===== src/verilog/core_mem_cfg.svh =====
// Memory subsystem configuration macros
// Memory depths, data-address region bounds and control-register offsets
`ifndef CORE_MEM_CFG_SVH
`define CORE_MEM_CFG_SVH

// Memory depths in 32-bit words
`define IMEM_DEPTH 1024
`define DMEM_DEPTH 1024

// Address bits compared against the region bounds
`define REGION_MSB 31
`define REGION_LSB 12

// Region bounds, in units of 4 KB
`define IMEM_FLOOR 20'h0
`define IMEM_ROOF 20'h0
`define DMEM_FLOOR 20'h1
`define DMEM_ROOF 20'h1
`define CR_FLOOR 20'hC
`define CR_ROOF 20'hC

// Control-register byte offsets inside the CR region
`define CR_LED 8'h00
`define CR_SEG 8'h04
`define CR_SCRATCH 8'h08
`define CR_BUTTON0 8'h10
`define CR_BUTTON1 8'h14
`define CR_SWITCH 8'h18

`endif


===== src/verilog/core_mem_pkg.sv =====
// Memory-bus types shared by the core-facing side
// Data and instruction words, byte enables, request struct, region enum
package core_mem_pkg;

    // Data word as seen on the load/store path
    typedef logic [31:0] tWord;

    // Instruction word returned to fetch
    typedef logic [31:0] tInstr;

    // One enable per byte lane of a word
    typedef logic [3:0] tByteEn;

    //----------------------------------------------------------------------
    // One data access from the memory stage
    //----------------------------------------------------------------------
    // Write data and byte enables arrive unshifted
    // wrEn and rdEn are single-cycle strobes, never both high
    typedef struct packed {
        logic [31:0] addr;
        tWord        wrData;
        tByteEn      byteEn;
        logic        wrEn;
        logic        rdEn;
    } tMemReq;

    //----------------------------------------------------------------------
    // Data-address regions
    //----------------------------------------------------------------------
    // REG_NONE covers every address outside the mapped windows
    typedef enum logic [1:0] {
        REG_NONE,
        REG_IMEM,
        REG_DMEM,
        REG_CR
    } tRegion;

endpackage


===== src/verilog/fpga_io_pkg.sv =====
// Board I/O types
// Raw inputs from buttons and switches, outputs to LEDs and digits
package fpga_io_pkg;

    // Board inputs, asynchronous to Clk
    typedef struct packed {
        logic       button0;
        logic       button1;
        // Slide switches
        logic [9:0] sw;
    } tFpgaIn;

    // Board outputs, driven straight from registers
    typedef struct packed {
        // One bit per LED
        logic [9:0]  led;
        // Six 4-bit digits, digit 0 in the low nibble
        logic [23:0] seg;
    } tFpgaOut;

endpackage


===== src/verilog/cr_mem.sv =====
// Control-register block mapped into the data address space
// Input synchronizers for buttons and switches
// LED, seven-segment and scratch registers with board outputs
// Registered read response
`timescale 1ns/1ps
`include "core_mem_cfg.svh"

module cr_mem (
    input  logic                  Clk,
    input  logic                  rstN,
    // Access from the wrapper, already qualified by the CR region
    input  logic [31:0]           addr,
    input  core_mem_pkg::tWord    wrData,
    input  logic                  wrEn,
    input  logic                  rdEn,
    output core_mem_pkg::tWord    rdData,
    // Board side
    input  fpga_io_pkg::tFpgaIn   fpgaIn,
    output fpga_io_pkg::tFpgaOut  fpgaOut
);

    import core_mem_pkg::*;
    import fpga_io_pkg::*;

    // Synchronizer stages
    tFpgaIn  syncMeta;
    tFpgaIn  syncQ;

    // Writable registers
    tFpgaOut outQ;
    tWord    scratchQ;

    // Read data before the response register
    tWord    rdNext;

    //----------------------------------------------------------------------
    // Input synchronizers
    //----------------------------------------------------------------------
    // Two flops per bit, inputs are asynchronous to Clk
    // A read sees an input held for three cycles
    always_ff @(posedge Clk or negedge rstN) begin
        if (!rstN) begin
            syncMeta <= '0;
            syncQ    <= '0;
        end else begin
            syncMeta <= fpgaIn;
            syncQ    <= syncMeta;
        end
    end

    //----------------------------------------------------------------------
    // Register writes
    //----------------------------------------------------------------------
    // Full word written, byte enables play no part here
    always_ff @(posedge Clk or negedge rstN) begin
        if (!rstN) begin
            outQ     <= '0;
            scratchQ <= '0;
        end else if (wrEn) begin
            case (addr[7:0])
                `CR_LED:     outQ.led <= wrData[9:0];
                `CR_SEG:     outQ.seg <= wrData[23:0];
                `CR_SCRATCH: scratchQ <= wrData;
                // Buttons, switches and unmapped offsets drop the write
                default:     ;
            endcase
        end
    end

    // LEDs and digits follow the registers directly
    assign fpgaOut = outQ;

    //----------------------------------------------------------------------
    // Read decode
    //----------------------------------------------------------------------
    always_comb begin
        case (addr[7:0])
            `CR_LED:     rdNext = tWord'(outQ.led);
            `CR_SEG:     rdNext = tWord'(outQ.seg);
            `CR_SCRATCH: rdNext = scratchQ;
            `CR_BUTTON0: rdNext = tWord'(syncQ.button0);
            `CR_BUTTON1: rdNext = tWord'(syncQ.button1);
            `CR_SWITCH:  rdNext = tWord'(syncQ.sw);
            // Unmapped offset
            default:     rdNext = '0;
        endcase
    end

    // Response register, updated only by a read
    always_ff @(posedge Clk or negedge rstN) begin
        if (!rstN) begin
            rdData <= '0;
        end else if (rdEn) begin
            rdData <= rdNext;
        end
    end

endmodule


===== config.mk =====
export PLATFORM = sky130hd
export DESIGN_NAME = cr_mem
export DESIGN_NICKNAME = d
export VERILOG_FILES = /design/src/verilog/core_mem_pkg.sv /design/src/verilog/fpga_io_pkg.sv /design/src/verilog/cr_mem.sv
export VERILOG_INCLUDE_DIRS = /design/src /design/src/verilog
export SDC_FILE = /design/constraint.sdc
export NUM_CORES = 1
export LEC_CHECK = 0
export ABC_CLOCK_PERIOD_IN_PS = 2350
export BUFFER_PORTS_ARGS = -buffer_cell sky130_fd_sc_hd__buf_2
export CAP_MARGIN = 5
export CORE_UTILIZATION = 40
export CTS_CLUSTER_SIZE = 24
export DETAILED_ROUTE_END_ITERATION = 10
export MAX_ROUTING_LAYER = met4
export PLACE_DENSITY = 0.68
export SYNTH_ARGS = -nofsm -noshare
export SYNTH_HDL_FRONTEND = slang
export SYNTH_SLANG_ARGS = --single-unit

===== constraint.sdc =====
create_clock -name Clk -period 2.35 [get_ports Clk]
set_clock_uncertainty 0.1 [all_clocks]
set_input_delay 0.1175 -clock Clk [delete_from_list [all_inputs] [get_ports Clk]]
set_output_delay 0.1175 -clock Clk [all_outputs]
set_load 0.02 [all_outputs]

==> flow_summary.html, run 1 <==
<table>
<tr><th>Metric</th><th>Value</th></tr>
<tr><th colspan="2">Status</th></tr>
<tr><td>Outcome</td><td>finished, violations left</td></tr>
<tr><td>Violated checks</td><td>DRC</td></tr>
<tr><th colspan="2">Setup path</th></tr>
<tr><td>Class of the most critical setup path</td><td>primary input to flip-flop</td></tr>
<tr><td>Worst stage delay on the critical path</td><td>0.39 ns</td></tr>
<tr><td>Maximum net fanout on the critical path</td><td>19</td></tr>
<tr><td>Required time of the worst setup path</td><td>2.59 ns</td></tr>
<tr><td>Cells traversed along the worst timing path</td><td>buf_2, and2b_4, nor3b_2, buf_4, and3_1, a22o_1</td></tr>
<tr><td>Endpoint kind of the worst setup timing path</td><td>flip-flop</td></tr>
<tr><td>CP Data Arrival Time</td><td>1.77 ns</td></tr>
<tr><td>Crit path max-delay family</td><td>simple AND/OR/NAND/NOR gates</td></tr>
<tr><td>Startpoint type of the worst setup path</td><td>primary input</td></tr>
<tr><td>Buffer and inverter count on the worst path</td><td>2</td></tr>
<tr><td>Max stage delay cell, worst path</td><td>sky130_fd_sc_hd__and3_1</td></tr>
<tr><th colspan="2">Drt</th></tr>
<tr><td>Pre-Repair DR Iteration Count</td><td>8</td></tr>
<tr><td>Detail-routed via count per cell</td><td>5.178</td></tr>
<tr><td>Antenna viol nets, final</td><td>0</td></tr>
<tr><td>Post-detailed-route DRC marker count</td><td>16</td></tr>
<tr><td>Final routed wirelength across all metal layers</td><td>about 12,000 µm</td></tr>
<tr><td>Vias</td><td>3,345</td></tr>
<tr><td>Number of DRC markers in iteration 0</td><td>between 150 and 200</td></tr>
<tr><td>Routed wire length per instance</td><td>18.01 µm</td></tr>
<tr><th colspan="2">Clocking</th></tr>
<tr><td>Resize count post-CTS</td><td>0</td></tr>
<tr><td>Inserted Clock Buffers</td><td>17</td></tr>
<tr><td>Root Buffer</td><td>sky130_fd_sc_hd__clkbuf_16</td></tr>
<tr><td>Largest buffer count on any clock path</td><td>2</td></tr>
<tr><td>Post-CTS setup buffers</td><td>0</td></tr>
<tr><td>Clock-pin slew on the worst setup and hold paths</td><td>0.05 ns</td></tr>
<tr><td>Skew-Pair Late Insertion Delay</td><td>roughly 0.40 ns</td></tr>
<tr><td>Number of buffers inserted for hold repair after clock tree synthesis</td><td>45</td></tr>
<tr><td>Clock tree from TritonCTS</td><td>built</td></tr>
<tr><td>Maximum level of the CTS H-tree</td><td>4</td></tr>
<tr><td>Total number of clock tree sinks</td><td>roughly 120</td></tr>
<tr><th colspan="2">Power</th></tr>
<tr><td>Proportion of total power due to net switching</td><td>0.2107</td></tr>
<tr><td>Clock network fraction of design power</td><td>0.507</td></tr>
<tr><td>Switching power of the nets</td><td>between 0.001 and 0.0015 W</td></tr>
<tr><td>Power density normalized to cell area</td><td>785.3 nW/µm²</td></tr>
<tr><td>Share of total power in combinational logic</td><td>0.068</td></tr>
<tr><td>Leakage Power</td><td>3.450 nW</td></tr>
<tr><td>Largest vdd supply drop</td><td>431.6 µV</td></tr>
<tr><td>Internal power</td><td>slightly above 0.004 W</td></tr>
<tr><td>Sequential group share of total power</td><td>0.425</td></tr>
<tr><th colspan="2">Place</th></tr>
<tr><td>Routability-driven placement congestion ratio</td><td>0.7529</td></tr>
<tr><td>Port Buffer Count</td><td>121</td></tr>
<tr><td>Total half-perimeter wirelength after legalization and detailed placement</td><td>7308 µm</td></tr>
<tr><td>Total placed instance area</td><td>5598 µm²</td></tr>
<tr><td>Cells after DPL</td><td>around 570</td></tr>
<tr><th colspan="2">Synth</th></tr>
<tr><td>Post-synth top flop</td><td>sky130_fd_sc_hd__dfrtp_1</td></tr>
<tr><td>Instance count of the mapped netlist</td><td>309</td></tr>
<tr><td>Mean post-synth cell area</td><td>15.53 µm²</td></tr>
<tr><td>Proportion of synthesized chip area in sequential cells</td><td>0.6362</td></tr>
<tr><td>Mapped Area</td><td>4798 µm²</td></tr>
<tr><td>Library cells used by synthesis</td><td>34</td></tr>
<tr><td>Number of enable flip-flop cells after synthesis</td><td>0</td></tr>
<tr><td>Fraction of registers with async set/reset</td><td>1.000</td></tr>
<tr><td>Post-Synthesis Net Count</td><td>roughly 390</td></tr>
<tr><td>Synth warn</td><td>0</td></tr>
<tr><td>Count of state elements after synthesis</td><td>roughly 120</td></tr>
<tr><th colspan="2">Floorplan</th></tr>
<tr><td>Row count</td><td>39</td></tr>
<tr><td>Total die area</td><td>12,440 µm²</td></tr>
<tr><td>Floorplan die width</td><td>111.5 µm</td></tr>
<tr><td>Vert. Die Dim</td><td>111.5 µm</td></tr>
<tr><td>Area of the placeable core</td><td>11,560 µm²</td></tr>
<tr><td>Starting density of the core</td><td>0.4149</td></tr>
<tr><td>Top-level port count</td><td>146</td></tr>
<tr><th colspan="2">Timing</th></tr>
<tr><td>Total negative setup slack</td><td>0 ns</td></tr>
<tr><td>Worst slew margin relative to its limit</td><td>0.6672</td></tr>
<tr><td>Highest attainable clock frequency</td><td>650.1 MHz</td></tr>
<tr><td>RSZ-0062 raised after global routing</td><td>no</td></tr>
<tr><td>Part of the cycle the worst path needs</td><td>0.6545</td></tr>
<tr><td>Total count of max-transition violations in the final report</td><td>0</td></tr>
<tr><td>Transition time at the pin with the least slew margin</td><td>0.4992 ns</td></tr>
<tr><td>Final setup vio count</td><td>0</td></tr>
<tr><td>Final-report hold violation count</td><td>0</td></tr>
<tr><td>Final critical-path required period</td><td>1.538 ns</td></tr>
<tr><th colspan="2">Min path</th></tr>
<tr><td>Kind of path behind the tightest hold check</td><td>primary input to flip-flop</td></tr>
<tr><th colspan="2">Final layout</th></tr>
<tr><td>Layout Utilization</td><td>0.5756</td></tr>
<tr><td>Fraction of final layout cells with drive strength greater than 1</td><td>0.4155</td></tr>
<tr><td>Antenna Cells</td><td>0</td></tr>
<tr><td>Number of nets in the finished design</td><td>570</td></tr>
<tr><td>Area growth from synthesis to final layout</td><td>38.72%</td></tr>
<tr><td>Final cell count without fillers</td><td>646</td></tr>
<tr><td>Area of all placed cells without fillers</td><td>between 6000 and 7000 µm²</td></tr>
<tr><th colspan="2">GRT</th></tr>
<tr><td>Pin count of the biggest net entering global routing</td><td>52</td></tr>
<tr><td>Number of antenna violations at the first check in global routing</td><td>0</td></tr>
<tr><td>Total overflow reported by the global router</td><td>0</td></tr>
<tr><td>GR Util All Layers</td><td>0.2068</td></tr>
<tr><td>Global-route wire length before repair</td><td>18,900 µm</td></tr>
<tr><td>Vias in the first global route</td><td>3,560</td></tr>
<tr><th colspan="2">Run</th></tr>
<tr><td>Max_cap viols</td><td>0</td></tr>
</table>
-- final timing paths --
| path | end | slack (ns) | cells after the start | from |
|---|---|---|---|---|
| min in group asynchronous | rdData[15] | 0.11 | 2 | rstN |
| min | rdData[9] | 0.04 | 3 | rdEn |
| max reg2reg | rdData[9] | 1.05 | 3 | fpgaOut[9] |
| max in group asynchronous | fpgaOut[26] | 1.29 | 3 | rstN |
| min reg2reg | syncQ[10] | 0.25 | 0 | syncMeta[10] |
| max | rdData[24] | 0.81 | 6 | addr[3] |
-- cells in the mapped netlist (4+ instances only) --
| cell | n | area (µm²) |
|---|---|---|
| sky130_fd_sc_hd__o2bb2ai_1 | 14 | 122.6 |
| sky130_fd_sc_hd__nand3_2 | 4 | 40.04 |
| sky130_fd_sc_hd__nand2_1 | 10 | 37.54 |
| sky130_fd_sc_hd__buf_2 | 6 | 30.03 |
| sky130_fd_sc_hd__a221o_1 | 7 | 70.07 |
| sky130_fd_sc_hd__mux2i_1 | 7 | 70.07 |
| sky130_fd_sc_hd__a22o_1 | 8 | 70.07 |
| sky130_fd_sc_hd__dfrtp_1 | 122 | 3053 |
| sky130_fd_sc_hd__nor2b_1 | 6 | 37.54 |
| sky130_fd_sc_hd__o21ai_0 | 7 | 35.03 |
| sky130_fd_sc_hd__clkbuf_1 | 5 | 18.77 |
| sky130_fd_sc_hd__mux2_4 | 20 | 300.3 |
| sky130_fd_sc_hd__a22oi_1 | 21 | 157.7 |
| sky130_fd_sc_hd__mux2_2 | 16 | 180.2 |
| sky130_fd_sc_hd__mux2_1 | 30 | 337.8 |
-- registers in the layout, summed over array words and instances, names as in the netlist --
register,cells
scratchQ,32
fpgaOut,34
syncQ,12
rdData,32
syncMeta,12
-- tightest hold or removal path: cells and delay by family --
kind,cells,cell delay [ns]
compound gates,1,0.11
buf+inv,1,0.15
simple gates,1,0.12
-- power by group through the flow --
stage	clock, W	sequential [W]	combinational [W]
after floorplan	0	0.00228	0.0000957
after global placement	0	0.00225	0.000292
after detailed placement	0	0.00225	0.000300
after CTS	0.00269	0.00222	0.000359
after global routing	0.00279	0.00223	0.000388
final	0.00265	0.00222	0.000356
-- layout by cell type, fill, tap and decap left out, types with 2 or more instances in the layout --
master / netlist / layout
sky130_fd_sc_hd__a221o_1: 7 / 7
sky130_fd_sc_hd__buf_4: 0 / 12
sky130_fd_sc_hd__a22o_1: 8 / 8
sky130_fd_sc_hd__nor2b_1: 6 / 6
sky130_fd_sc_hd__mux2_2: 16 / 16
sky130_fd_sc_hd__dlygate4sd3_1: 0 / 45
sky130_fd_sc_hd__clkinv_2: 0 / 3
sky130_fd_sc_hd__bufinv_16: 0 / 3
sky130_fd_sc_hd__clkbuf_16: 0 / 17
sky130_fd_sc_hd__nand2_1: 10 / 10
sky130_fd_sc_hd__nand2b_1: 2 / 2
sky130_fd_sc_hd__mux2_4: 20 / 20
sky130_fd_sc_hd__o21ai_0: 7 / 7
sky130_fd_sc_hd__clkbuf_8: 0 / 4
sky130_fd_sc_hd__dfrtp_1: 122 / 122
sky130_fd_sc_hd__mux2_1: 30 / 30
sky130_fd_sc_hd__buf_2: 6 / 120
sky130_fd_sc_hd__nand3_2: 4 / 4
sky130_fd_sc_hd__mux2i_1: 7 / 7
sky130_fd_sc_hd__o2bb2ai_1: 14 / 14
sky130_fd_sc_hd__and3_1: 2 / 2
sky130_fd_sc_hd__o221ai_1: 3 / 3
sky130_fd_sc_hd__clkbuf_1: 5 / 4
sky130_fd_sc_hd__a22oi_1: 21 / 21
-- stage by stage --
stage          power (W)  hold slack (ns)  worst slack [ns]
2_1_floorplan   0.002377          -0.2781            0.7911
6_report        0.005228          0.04083            0.8118
4_1_cts         0.005271          0.02496            0.8288
5_1_grt         0.005401          0.07121            0.7293
3_5_place_dp    0.002555         -0.01389            0.3978
3_3_place_gp    0.002542         -0.02342            0.4375
-- cells by family after synthesis --
group,share of synthesized area
flip-flops,0.6362
multiplexers,0.1851
AO/OA/AOI/OAI,0.1017
buffers and inverters,0.01956
AND/OR/NAND/NOR,0.05737
-- final cells by class --
type / count / area [µm²]
tap: 143 / 178.9
clock inverter: 7 / 112.6
clock buffer: 25 / 495.5
multi-input combinational: 170 / 1652
inverter: 1 / 3.754
timing repair buffer: 178 / 1161
sequential: 122 / 3053
fill: 915 / 4908
-- layer usage --
layer | vias up | GRT usage | wire length (µm)
met5 | - | - | 0
met4 | 0 | 0.08468 | 238
met3 | 20 | 0.04409 | 420
met2 | 91 | 0.3388 | 5780
met1 | 1714 | 0.2493 | 5196
li1 | 1520 | - | -
Power figures use the tool's default switching activity.
==> inputs of run 2 (changes only) <==
--- a/config.mk
+++ b/config.mk
@@ -6,14 +6,15 @@
 export SDC_FILE = /design/constraint.sdc
 export NUM_CORES = 1
 export LEC_CHECK = 0
-export ABC_CLOCK_PERIOD_IN_PS = 2350
+export ABC_AREA = 1
+export ABC_CLOCK_PERIOD_IN_PS = 1500
 export BUFFER_PORTS_ARGS = -buffer_cell sky130_fd_sc_hd__buf_2
 export CAP_MARGIN = 5
 export CORE_UTILIZATION = 40
 export CTS_CLUSTER_SIZE = 24
 export DETAILED_ROUTE_END_ITERATION = 10
 export MAX_ROUTING_LAYER = met4
-export PLACE_DENSITY = 0.68
+export PLACE_DENSITY = 0.67
 export SYNTH_ARGS = -nofsm -noshare
 export SYNTH_HDL_FRONTEND = slang
 export SYNTH_SLANG_ARGS = --single-unit
==> constraint.sdc (replaced) <==
create_clock -name Clk -period 1.5 [get_ports Clk]
set_clock_uncertainty 0.1 [all_clocks]
set_input_delay 0.075 -clock Clk [delete_from_list [all_inputs] [get_ports Clk]]
set_output_delay 0.075 -clock Clk [all_outputs]
set_load 0.02 [all_outputs]
==> flow_summary.html, run 2 <==
<table>
<tr><th>Metric</th><th>Value</th></tr>
<tr><th colspan="2">Synth</th></tr>
<tr><td>Commonest cells post-synth</td><td>sky130_fd_sc_hd__nand2_1 (218), sky130_fd_sc_hd__dfrtp_1 (122), sky130_fd_sc_hd__nand3_1 (61)</td></tr>
<tr><td>Fraction of registers with async set/reset</td><td>1.000</td></tr>
<tr><td>Library cells used by synthesis</td><td>18</td></tr>
<tr><td>Synth area leaders</td><td>sky130_fd_sc_hd__dfrtp_1 (61%), sky130_fd_sc_hd__nand2_1 (16%), sky130_fd_sc_hd__nand3_1 (6.1%)</td></tr>
<tr><td>Adder and majority cell fraction of the synthesized area</td><td>0</td></tr>
<tr><td>Compound-gate portion of the synthesized area</td><td>0.07897</td></tr>
<tr><td>Main combinational cell family by area after synthesis</td><td>simple AND/OR/NAND/NOR gates</td></tr>
<tr><td>Portion of netlist area occupied by mux cells</td><td>0</td></tr>
<tr><td>Count leader, synth</td><td>sky130_fd_sc_hd__nand2_1</td></tr>
<tr><td>Number of enable flip-flop cells after synthesis</td><td>0</td></tr>
<tr><td>Mean post-synth cell area</td><td>between 9 and 10 µm²</td></tr>
<tr><td>Synth warn</td><td>0</td></tr>
<tr><td>Mapped Area</td><td>4975 µm²</td></tr>
<tr><td>Post-synthesis share of cell area spent on and, or, nand and nor gates</td><td>0.2417</td></tr>
<tr><td>Top cell type's share of synthesized area</td><td>0.6137</td></tr>
<tr><td>Proportion of synthesized chip area in sequential cells</td><td>0.6137</td></tr>
<tr><td>Cell accounting for the most synthesized area</td><td>sky130_fd_sc_hd__dfrtp_1</td></tr>
<tr><td>Instance count of the mapped netlist</td><td>552</td></tr>
<tr><td>Count of state elements after synthesis</td><td>approximately 120</td></tr>
<tr><td>Parity-gate share of the synthesized area counting xor and xnor cells</td><td>0</td></tr>
<tr><td>Post-synth top flop</td><td>sky130_fd_sc_hd__dfrtp_1</td></tr>
<tr><td>Post-Synthesis Net Count</td><td>about 630</td></tr>
<tr><th colspan="2">Status</th></tr>
<tr><td>Outcome</td><td>finished clean</td></tr>
<tr><th colspan="2">Drt</th></tr>
<tr><td>Detail-routed via count per cell</td><td>4.756</td></tr>
<tr><td>Antenna viol nets, final</td><td>0</td></tr>
<tr><td>Met2 WL</td><td>6208 µm</td></tr>
<tr><td>Pre-Repair DR Iteration Count</td><td>4</td></tr>
<tr><td>Vias</td><td>4,333</td></tr>
<tr><td>Routed wire length per instance</td><td>14.03 µm</td></tr>
<tr><td>Final routed wirelength across all metal layers</td><td>12,780 µm</td></tr>
<tr><td>Uppermost layer routed</td><td>met4</td></tr>
<tr><td>Number of DRC markers in iteration 0</td><td>275</td></tr>
<tr><td>Post-detailed-route DRC marker count</td><td>0</td></tr>
<tr><td>Total met3 wirelength after detailed routing</td><td>783 µm</td></tr>
<tr><td>Post-route met1 wirelength</td><td>approximately 5500 µm</td></tr>
<tr><th colspan="2">Final layout</th></tr>
<tr><td>Commonest cells after routing, fill and taps aside</td><td>sky130_fd_sc_hd__nand2_1 (217), sky130_fd_sc_hd__dfrtp_1 (122), sky130_fd_sc_hd__buf_2 (120), sky130_fd_sc_hd__nand3_1 (61), sky130_fd_sc_hd__dlygate4sd3_1 (54)</td></tr>
<tr><td>Most frequent standard cell in the layout excluding fill and tap cells</td><td>sky130_fd_sc_hd__nand2_1</td></tr>
<tr><td>Area used by sequential logic in the layout</td><td>3053 µm²</td></tr>
<tr><td>FILL cells</td><td>1,044</td></tr>
<tr><td>Area growth from synthesis to final layout</td><td>40.79%</td></tr>
<tr><td>Antenna Cells</td><td>0</td></tr>
<tr><td>Area taken by multi-input logic gates</td><td>about 1600 µm²</td></tr>
<tr><td>Fraction of final layout cells with drive strength greater than 1</td><td>0.2571</td></tr>
<tr><td>Layout Utilization</td><td>0.5807</td></tr>
<tr><td>Number of nets in the finished design</td><td>roughly 810</td></tr>
<tr><td>Flip-flop count of the largest register after layout</td><td>34</td></tr>
<tr><th colspan="2">Floorplan</th></tr>
<tr><td>Row count</td><td>40</td></tr>
<tr><td>Starting density of the core</td><td>0.4124</td></tr>
<tr><td>Area of the placeable core</td><td>approximately 12,000 µm²</td></tr>
<tr><td>Total die area</td><td>between 10,000 and 15,000 µm²</td></tr>
<tr><td>Top-level port count</td><td>146</td></tr>
<tr><td>Floorplan die width</td><td>113.5 µm</td></tr>
<tr><td>Vert. Die Dim</td><td>approximately 110 µm</td></tr>
<tr><th colspan="2">Setup path</th></tr>
<tr><td>Startpoint of the most critical setup path</td><td>addr[5]</td></tr>
<tr><td>Maximum net fanout on the critical path</td><td>16</td></tr>
<tr><td>Worst Reg-to-Reg Cells</td><td>4</td></tr>
<tr><td>Required time of the worst setup path</td><td>around 1.8 ns</td></tr>
<tr><td>Flop-to-flop setup slack</td><td>0.50 ns</td></tr>
<tr><td>Launch instance of the worst register-to-register path</td><td>fpgaOut[4]</td></tr>
<tr><td>Class of the most critical setup path</td><td>primary input to flip-flop</td></tr>
<tr><td>Capture point of the worst reg-to-reg path</td><td>rdData[4]</td></tr>
<tr><td>Startpoint type of the worst setup path</td><td>primary input</td></tr>
<tr><td>CP Data Arrival Time</td><td>1.62 ns</td></tr>
<tr><td>Endpoint kind of the worst setup timing path</td><td>flip-flop</td></tr>
<tr><th colspan="2">Timing</th></tr>
<tr><td>Final critical-path required period</td><td>roughly 1.4 ns</td></tr>
<tr><td>Final-report hold violation count</td><td>0</td></tr>
<tr><td>Part of the cycle the worst path needs</td><td>0.9105</td></tr>
<tr><td>Total negative setup slack</td><td>0 ns</td></tr>
<tr><td>Highest attainable clock frequency</td><td>between 700 and 800 MHz</td></tr>
<tr><td>Transition time at the pin with the least slew margin</td><td>0.6878 ns</td></tr>
<tr><td>Worst slew margin relative to its limit</td><td>0.5415</td></tr>
<tr><td>RSZ-0062 raised after global routing</td><td>no</td></tr>
<tr><td>Total count of max-transition violations in the final report</td><td>0</td></tr>
<tr><td>Final setup vio count</td><td>0</td></tr>
<tr><th colspan="2">Clocking</th></tr>
<tr><td>Clock-pin slew on the worst setup and hold paths</td><td>0.05 ns</td></tr>
<tr><td>Post-CTS setup buffers</td><td>0</td></tr>
<tr><td>Total number of clock tree sinks</td><td>122</td></tr>
<tr><td>Maximum level of the CTS H-tree</td><td>4</td></tr>
<tr><td>Largest buffer count on any clock path</td><td>2</td></tr>
<tr><td>Inserted Clock Buffers</td><td>17</td></tr>
<tr><td>Skew-Pair Late Insertion Delay</td><td>0.41 ns</td></tr>
<tr><td>Root Buffer</td><td>sky130_fd_sc_hd__clkbuf_16</td></tr>
<tr><td>Clock tree from TritonCTS</td><td>built</td></tr>
<tr><th colspan="2">GRT</th></tr>
<tr><td>Number of antenna violations at the first check in global routing</td><td>0</td></tr>
<tr><td>Pin count of the biggest net entering global routing</td><td>123</td></tr>
<tr><td>Total overflow reported by the global router</td><td>0</td></tr>
<tr><td>GR Util All Layers</td><td>0.2227</td></tr>
<tr><td>Global-route wire length before repair</td><td>between 20,000 and 25,000 µm</td></tr>
<tr><td>Vias in the first global route</td><td>4,308</td></tr>
<tr><th colspan="2">Power</th></tr>
<tr><td>Proportion of total power due to net switching</td><td>0.2122</td></tr>
<tr><td>Sequential group share of total power</td><td>0.414</td></tr>
<tr><td>Internal power</td><td>~0.0066 W</td></tr>
<tr><td>Share of total power in combinational logic</td><td>0.068</td></tr>
<tr><td>Clock network fraction of design power</td><td>0.518</td></tr>
<tr><td>Largest vdd supply drop</td><td>roughly 800 µV</td></tr>
<tr><td>Leakage Power</td><td>3.848 nW</td></tr>
<tr><td>Switching power of the nets</td><td>0.001785 W</td></tr>
<tr><td>Power density normalized to cell area</td><td>between 1000 and 1500 nW/µm²</td></tr>
<tr><th colspan="2">Min path</th></tr>
<tr><td>Worst-case hold path end point</td><td>scratchQ[23]</td></tr>
<tr><td>Hold path startpoint</td><td>wrEn</td></tr>
<tr><td>Hold depth</td><td>4</td></tr>
<tr><td>Kind of path behind the tightest hold check</td><td>primary input to flip-flop</td></tr>
<tr><th colspan="2">Place</th></tr>
<tr><td>Total half-perimeter wirelength after legalization and detailed placement</td><td>7607 µm</td></tr>
<tr><td>Routability-driven placement congestion ratio</td><td>a little under 0.8</td></tr>
<tr><td>Port Buffer Count</td><td>121</td></tr>
<tr><th colspan="2">Run</th></tr>
<tr><td>Max_cap viols</td><td>0</td></tr>
</table>
run 2: cell types whose count changed after synthesis, sizes merged, moves of 21 or more:
cell,delta
a22oi,-21
inv,+34
mux2,-66
nand2,+209
nand3,+58
o21ai,+60
run 2: worst max-delay path by stage:
stage                     cells after the start           end  slack [ns]
after global routing                          8  scratchQ[26]        0.03
after floorplan                               8  scratchQ[16]        0.39
final                                         8  scratchQ[26]        0.13
after global placement                        8  scratchQ[15]        0.15
after detailed placement                      8  scratchQ[15]        0.13
after CTS                                     8  scratchQ[31]        0.17
run 2: through the flow:
| step | worst slack (ns) | power, W | hold WS [ns] | instances | instance area, µm² |
|---|---|---|---|---|---|
| finish | 0.1343 | 0.008415 | 0.05742 | 911 | 7004 |
| global route | 0.02830 | 0.008702 | 0.08281 | 911 | 7004 |
| CTS | 0.1731 | 0.008498 | 0.03177 | 911 | 7000 |
| detailed placement | 0.1252 | 0.004017 | 0.08432 | 827 | 5824 |
| global placement | 0.1485 | 0.004001 | 0.08371 | 827 | 5824 |
| floorplan | 0.3855 | 0.003741 | -0.3206 | 552 | 4975 |
run 2: critical path, cell delays in order:
cell and delay [ns]:
sky130_fd_sc_hd__buf_2 0.10, sky130_fd_sc_hd__nor2_1 0.09, sky130_fd_sc_hd__nand2_1 0.13, sky130_fd_sc_hd__nor3_4 0.25, sky130_fd_sc_hd__buf_6 0.21, sky130_fd_sc_hd__nand3_1 0.09
sky130_fd_sc_hd__dlygate4sd3_1 0.59, sky130_fd_sc_hd__nand2_1 0.07
run 2: per-layer routing:
metal | global-route usage | vias to the layer above
li1 | - | 2101
met3 | 0.07067 | 25
met2 | 0.3508 | 137
met1 | 0.2673 | 2070
met5 | - | -
met4 | 0.08596 | 0
run 2: layout make-up:
type                            count  area share
Clock buffer                       23     0.07110
Timing Repair Buffer              194      0.1956
Multi-Input combinational cell    362      0.2290
Tap cell                          168     0.03001
Clock inverter                      7     0.01965
Inverter                           35     0.01876
Sequential cell                   122      0.4359
run 2: timing repair:
item	in CTS	in global routing
gates resized for setup	0	1
setup endpoints to repair	0	4
hold buffers	54	0
hold endpoints to repair	208	0
run 2: cells by family (layout without fill, tap and decap cells):
group / after synthesis / count (layout)
simple gates: 294 / 294
flops: 122 / 122
compound gates: 68 / 68
buf+inv: 68 / 259
run 2: power by group through the flow:
| stage | Sequential [W] | Combinational, W | Clock, W |
|---|---|---|---|
| 5_1_grt | 0.00350 | 0.000633 | 0.00457 |
| 3_5_place_dp | 0.00354 | 0.000479 | 0 |
| 2_1_floorplan | 0.00358 | 0.000159 | 0 |
| 6_report | 0.00349 | 0.000569 | 0.00436 |
| 3_3_place_gp | 0.00353 | 0.000467 | 0 |
| 4_1_cts | 0.00348 | 0.000572 | 0.00444 |
==> inputs of run 3 (changes only) <==
--- a/config.mk
+++ b/config.mk
@@ -13,6 +13,7 @@
 export CORE_UTILIZATION = 40
 export CTS_CLUSTER_SIZE = 24
 export DETAILED_ROUTE_END_ITERATION = 10
+export GPL_TIMING_DRIVEN = 0
 export MAX_ROUTING_LAYER = met4
 export PLACE_DENSITY = 0.67
 export SYNTH_ARGS = -nofsm -noshare
==> flow_summary.html, run 3 (synthesized netlist as in run 2, its figures left out) <==
<table>
<tr><th>Metric</th><th>Value</th></tr>
<tr><th colspan="2">Status</th></tr>
<tr><td>Outcome</td><td>finished clean</td></tr>
<tr><th colspan="2">GRT</th></tr>
<tr><td>Global routing met3 resource utilization</td><td>0.05473</td></tr>
<tr><td>Total overflow reported by the global router</td><td>0</td></tr>
<tr><td>Number of antenna violations at the first check in global routing</td><td>0</td></tr>
<tr><td>Pin count of the biggest net entering global routing</td><td>90</td></tr>
<tr><td>Met2 Track Usage GR</td><td>0.3683</td></tr>
<tr><td>Most used routing layer in global routing</td><td>met2</td></tr>
<tr><td>GRT met1 Usage</td><td>0.2920</td></tr>
<tr><td>Global-route wire length before repair</td><td>between 20,000 and 25,000 µm</td></tr>
<tr><td>GR Util All Layers</td><td>0.2296</td></tr>
<tr><td>Vias in the first global route</td><td>4,446</td></tr>
<tr><th colspan="2">Timing</th></tr>
<tr><td>Final setup vio count</td><td>0</td></tr>
<tr><td>Highest attainable clock frequency</td><td>roughly 850 MHz</td></tr>
<tr><td>Final critical-path required period</td><td>1.182 ns</td></tr>
<tr><td>Final worst hold slack</td><td>0.003028 ns</td></tr>
<tr><td>Total count of max-transition violations in the final report</td><td>0</td></tr>
<tr><td>Transition time at the pin with the least slew margin</td><td>0.6537 ns</td></tr>
<tr><td>Part of the cycle the worst path needs</td><td>0.7877</td></tr>
<tr><td>Final-report hold violation count</td><td>0</td></tr>
<tr><td>RSZ-0062 raised after global routing</td><td>no</td></tr>
<tr><td>Worst slew margin relative to its limit</td><td>0.5642</td></tr>
<tr><th colspan="2">Final layout</th></tr>
<tr><td>Fraction of final layout cells with drive strength greater than 1</td><td>0.2603</td></tr>
<tr><td>Most frequent standard cell in the layout excluding fill and tap cells</td><td>sky130_fd_sc_hd__nand2_1</td></tr>
<tr><td>Antenna Cells</td><td>0</td></tr>
<tr><td>Area of all placed cells without fillers</td><td>6847 µm²</td></tr>
<tr><td>Layout Utilization</td><td>0.5676</td></tr>
<tr><td>Flip-flop count of the largest register after layout</td><td>34</td></tr>
<tr><td>Area growth from synthesis to final layout</td><td>37.63%</td></tr>
<tr><td>Commonest cells after routing, fill and taps aside</td><td>sky130_fd_sc_hd__nand2_1 (218), sky130_fd_sc_hd__buf_2 (134), sky130_fd_sc_hd__dfrtp_1 (122), sky130_fd_sc_hd__nand3_1 (61), sky130_fd_sc_hd__dlygate4sd3_1 (45)</td></tr>
<tr><td>Number of nets in the finished design</td><td>817</td></tr>
<tr><th colspan="2">Setup path</th></tr>
<tr><td>Crit path max-delay family</td><td>flip-flops</td></tr>
<tr><td>Cells traversed along the worst timing path</td><td>buf_2</td></tr>
<tr><td>CP Data Arrival Time</td><td>1.01 ns</td></tr>
<tr><td>Buffer and inverter count on the worst path</td><td>1</td></tr>
<tr><td>Startpoint type of the worst setup path</td><td>flip-flop</td></tr>
<tr><td>Endpoint kind of the worst setup timing path</td><td>output pin</td></tr>
<tr><td>Required time of the worst setup path</td><td>1.32 ns</td></tr>
<tr><td>Worst stage delay on the critical path</td><td>0.41 ns</td></tr>
<tr><td>Class of the most critical setup path</td><td>flip-flop to output pin</td></tr>
<tr><td>Maximum net fanout on the critical path</td><td>3</td></tr>
<tr><td>Max stage delay cell, worst path</td><td>sky130_fd_sc_hd__dfrtp_1</td></tr>
<tr><th colspan="2">Power</th></tr>
<tr><td>Leakage Power</td><td>3.807 nW</td></tr>
<tr><td>Largest vdd supply drop</td><td>740.1 µV</td></tr>
<tr><td>Power density normalized to cell area</td><td>~1200 nW/µm²</td></tr>
<tr><th colspan="2">Place</th></tr>
<tr><td>Total placed instance area</td><td>5819 µm²</td></tr>
<tr><td>Total half-perimeter wirelength after legalization and detailed placement</td><td>8770 µm</td></tr>
<tr><td>Routability-driven placement congestion ratio</td><td>0.7980</td></tr>
<tr><td>Port Buffer Count</td><td>120</td></tr>
<tr><th colspan="2">Floorplan</th></tr>
<tr><td>Row count</td><td>40</td></tr>
<tr><td>Area of the placeable core</td><td>around 12,000 µm²</td></tr>
<tr><td>Vert. Die Dim</td><td>113.5 µm</td></tr>
<tr><td>Floorplan die width</td><td>113.5 µm</td></tr>
<tr><td>Total die area</td><td>12,890 µm²</td></tr>
<tr><td>Top-level port count</td><td>approximately 150</td></tr>
<tr><td>Starting density of the core</td><td>0.4124</td></tr>
<tr><th colspan="2">Clocking</th></tr>
<tr><td>Resize count post-CTS</td><td>0</td></tr>
<tr><td>Largest buffer count on any clock path</td><td>2</td></tr>
<tr><td>Inserted Clock Buffers</td><td>17</td></tr>
<tr><td>Maximum level of the CTS H-tree</td><td>4</td></tr>
<tr><td>Root Buffer</td><td>sky130_fd_sc_hd__clkbuf_16</td></tr>
<tr><td>Skew-Pair Late Insertion Delay</td><td>0.40 ns</td></tr>
<tr><td>Clock tree from TritonCTS</td><td>built</td></tr>
<tr><td>Total number of clock tree sinks</td><td>122</td></tr>
<tr><td>Clock-pin slew on the worst setup and hold paths</td><td>0.06 ns</td></tr>
<tr><th colspan="2">Drt</th></tr>
<tr><td>Final routed wirelength across all metal layers</td><td>roughly 13,000 µm</td></tr>
<tr><td>Pre-Repair DR Iteration Count</td><td>5</td></tr>
<tr><td>Post-detailed-route DRC marker count</td><td>0</td></tr>
<tr><td>Vias</td><td>4,389</td></tr>
<tr><td>Detail-routed via count per cell</td><td>4.786</td></tr>
<tr><td>Number of DRC markers in iteration 0</td><td>337</td></tr>
<tr><td>Antenna viol nets, final</td><td>0</td></tr>
<tr><td>Routed wire length per instance</td><td>14.53 µm</td></tr>
<tr><th colspan="2">Run</th></tr>
<tr><td>Max_cap viols</td><td>0</td></tr>
<tr><th colspan="2">Min path</th></tr>
<tr><td>Kind of path behind the tightest hold check</td><td>primary input to flip-flop</td></tr>
</table>
==> run 3: area by class of cell <==
class | instances | area, µm²
Inverter | 35 | 131.4
Sequential cell | 122 | 3053
Fill cell | 1080 | 5215
Clock buffer | 19 | 452.9
Buffer | 33 | 195.2
Timing Repair Buffer | 166 | 1085
Clock inverter | 12 | 123.9
Tap cell | 168 | 210.2
Multi-Input combinational cell | 362 | 1595
==> run 3: worst register-to-register path, stage by stage, from the launching register on <==
cell,delay (ns)
sky130_fd_sc_hd__dfrtp_1,0.42
sky130_fd_sc_hd__nand3_1,0.10
sky130_fd_sc_hd__nand2_1,0.05
sky130_fd_sc_hd__o21ai_0,0.23
sky130_fd_sc_hd__nand2_1,0.09
==> run 3: stage by stage <==
stage / total power [W] / worst slack (ns) / TNS [ns] / instances
floorplan: 0.003741 / 0.3855 / 0 / 552
detailed placement: 0.004012 / 0.008346 / 0 / 841
global route: 0.008296 / 0.2825 / 0 / 917
CTS: 0.008056 / 0.3114 / 0 / 917
finish: 0.007993 / 0.3185 / 0 / 917
global placement: 0.003985 / -1.221 / -148.21 / 840
==> run 3: final timing paths <==
path / start / end / slack, ns / cells after the start
setup / recovery: fpgaOut[5] / fpgaOut[5] / 0.32 / 1
min in group asynchronous: rstN / syncQ[10] / 0.03 / 2
hold reg to reg: syncMeta[8] / syncQ[8] / 0.25 / 0
setup reg to reg: fpgaOut[5] / rdData[5] / 0.39 / 4
hold / removal: rdEn / rdData[31] / 0.003 / 3
max in group asynchronous: rstN / scratchQ[21] / 0.55 / 3
==> run 3: per-layer routing <==
layer	up-vias	part of all wire
met5	-	0
met4	0	0.0081
met3	10	0.051
met2	147	0.49
met1	2113	0.45
li1	2119	-
==> run 3: timing repair <==
item                       CTS  global route
buffers inserted             0             0
hold endpoints to repair   200             0
setup endpoints to repair    0             0
hold buffers                45             0
==> run 3: where the power goes <==
group	switching, W	total, W	internal (W)
combinational	0.000329	0.000559	0.000230
sequential	0.0000694	0.00348	0.00341
clock	0.00144	0.00395	0.00251
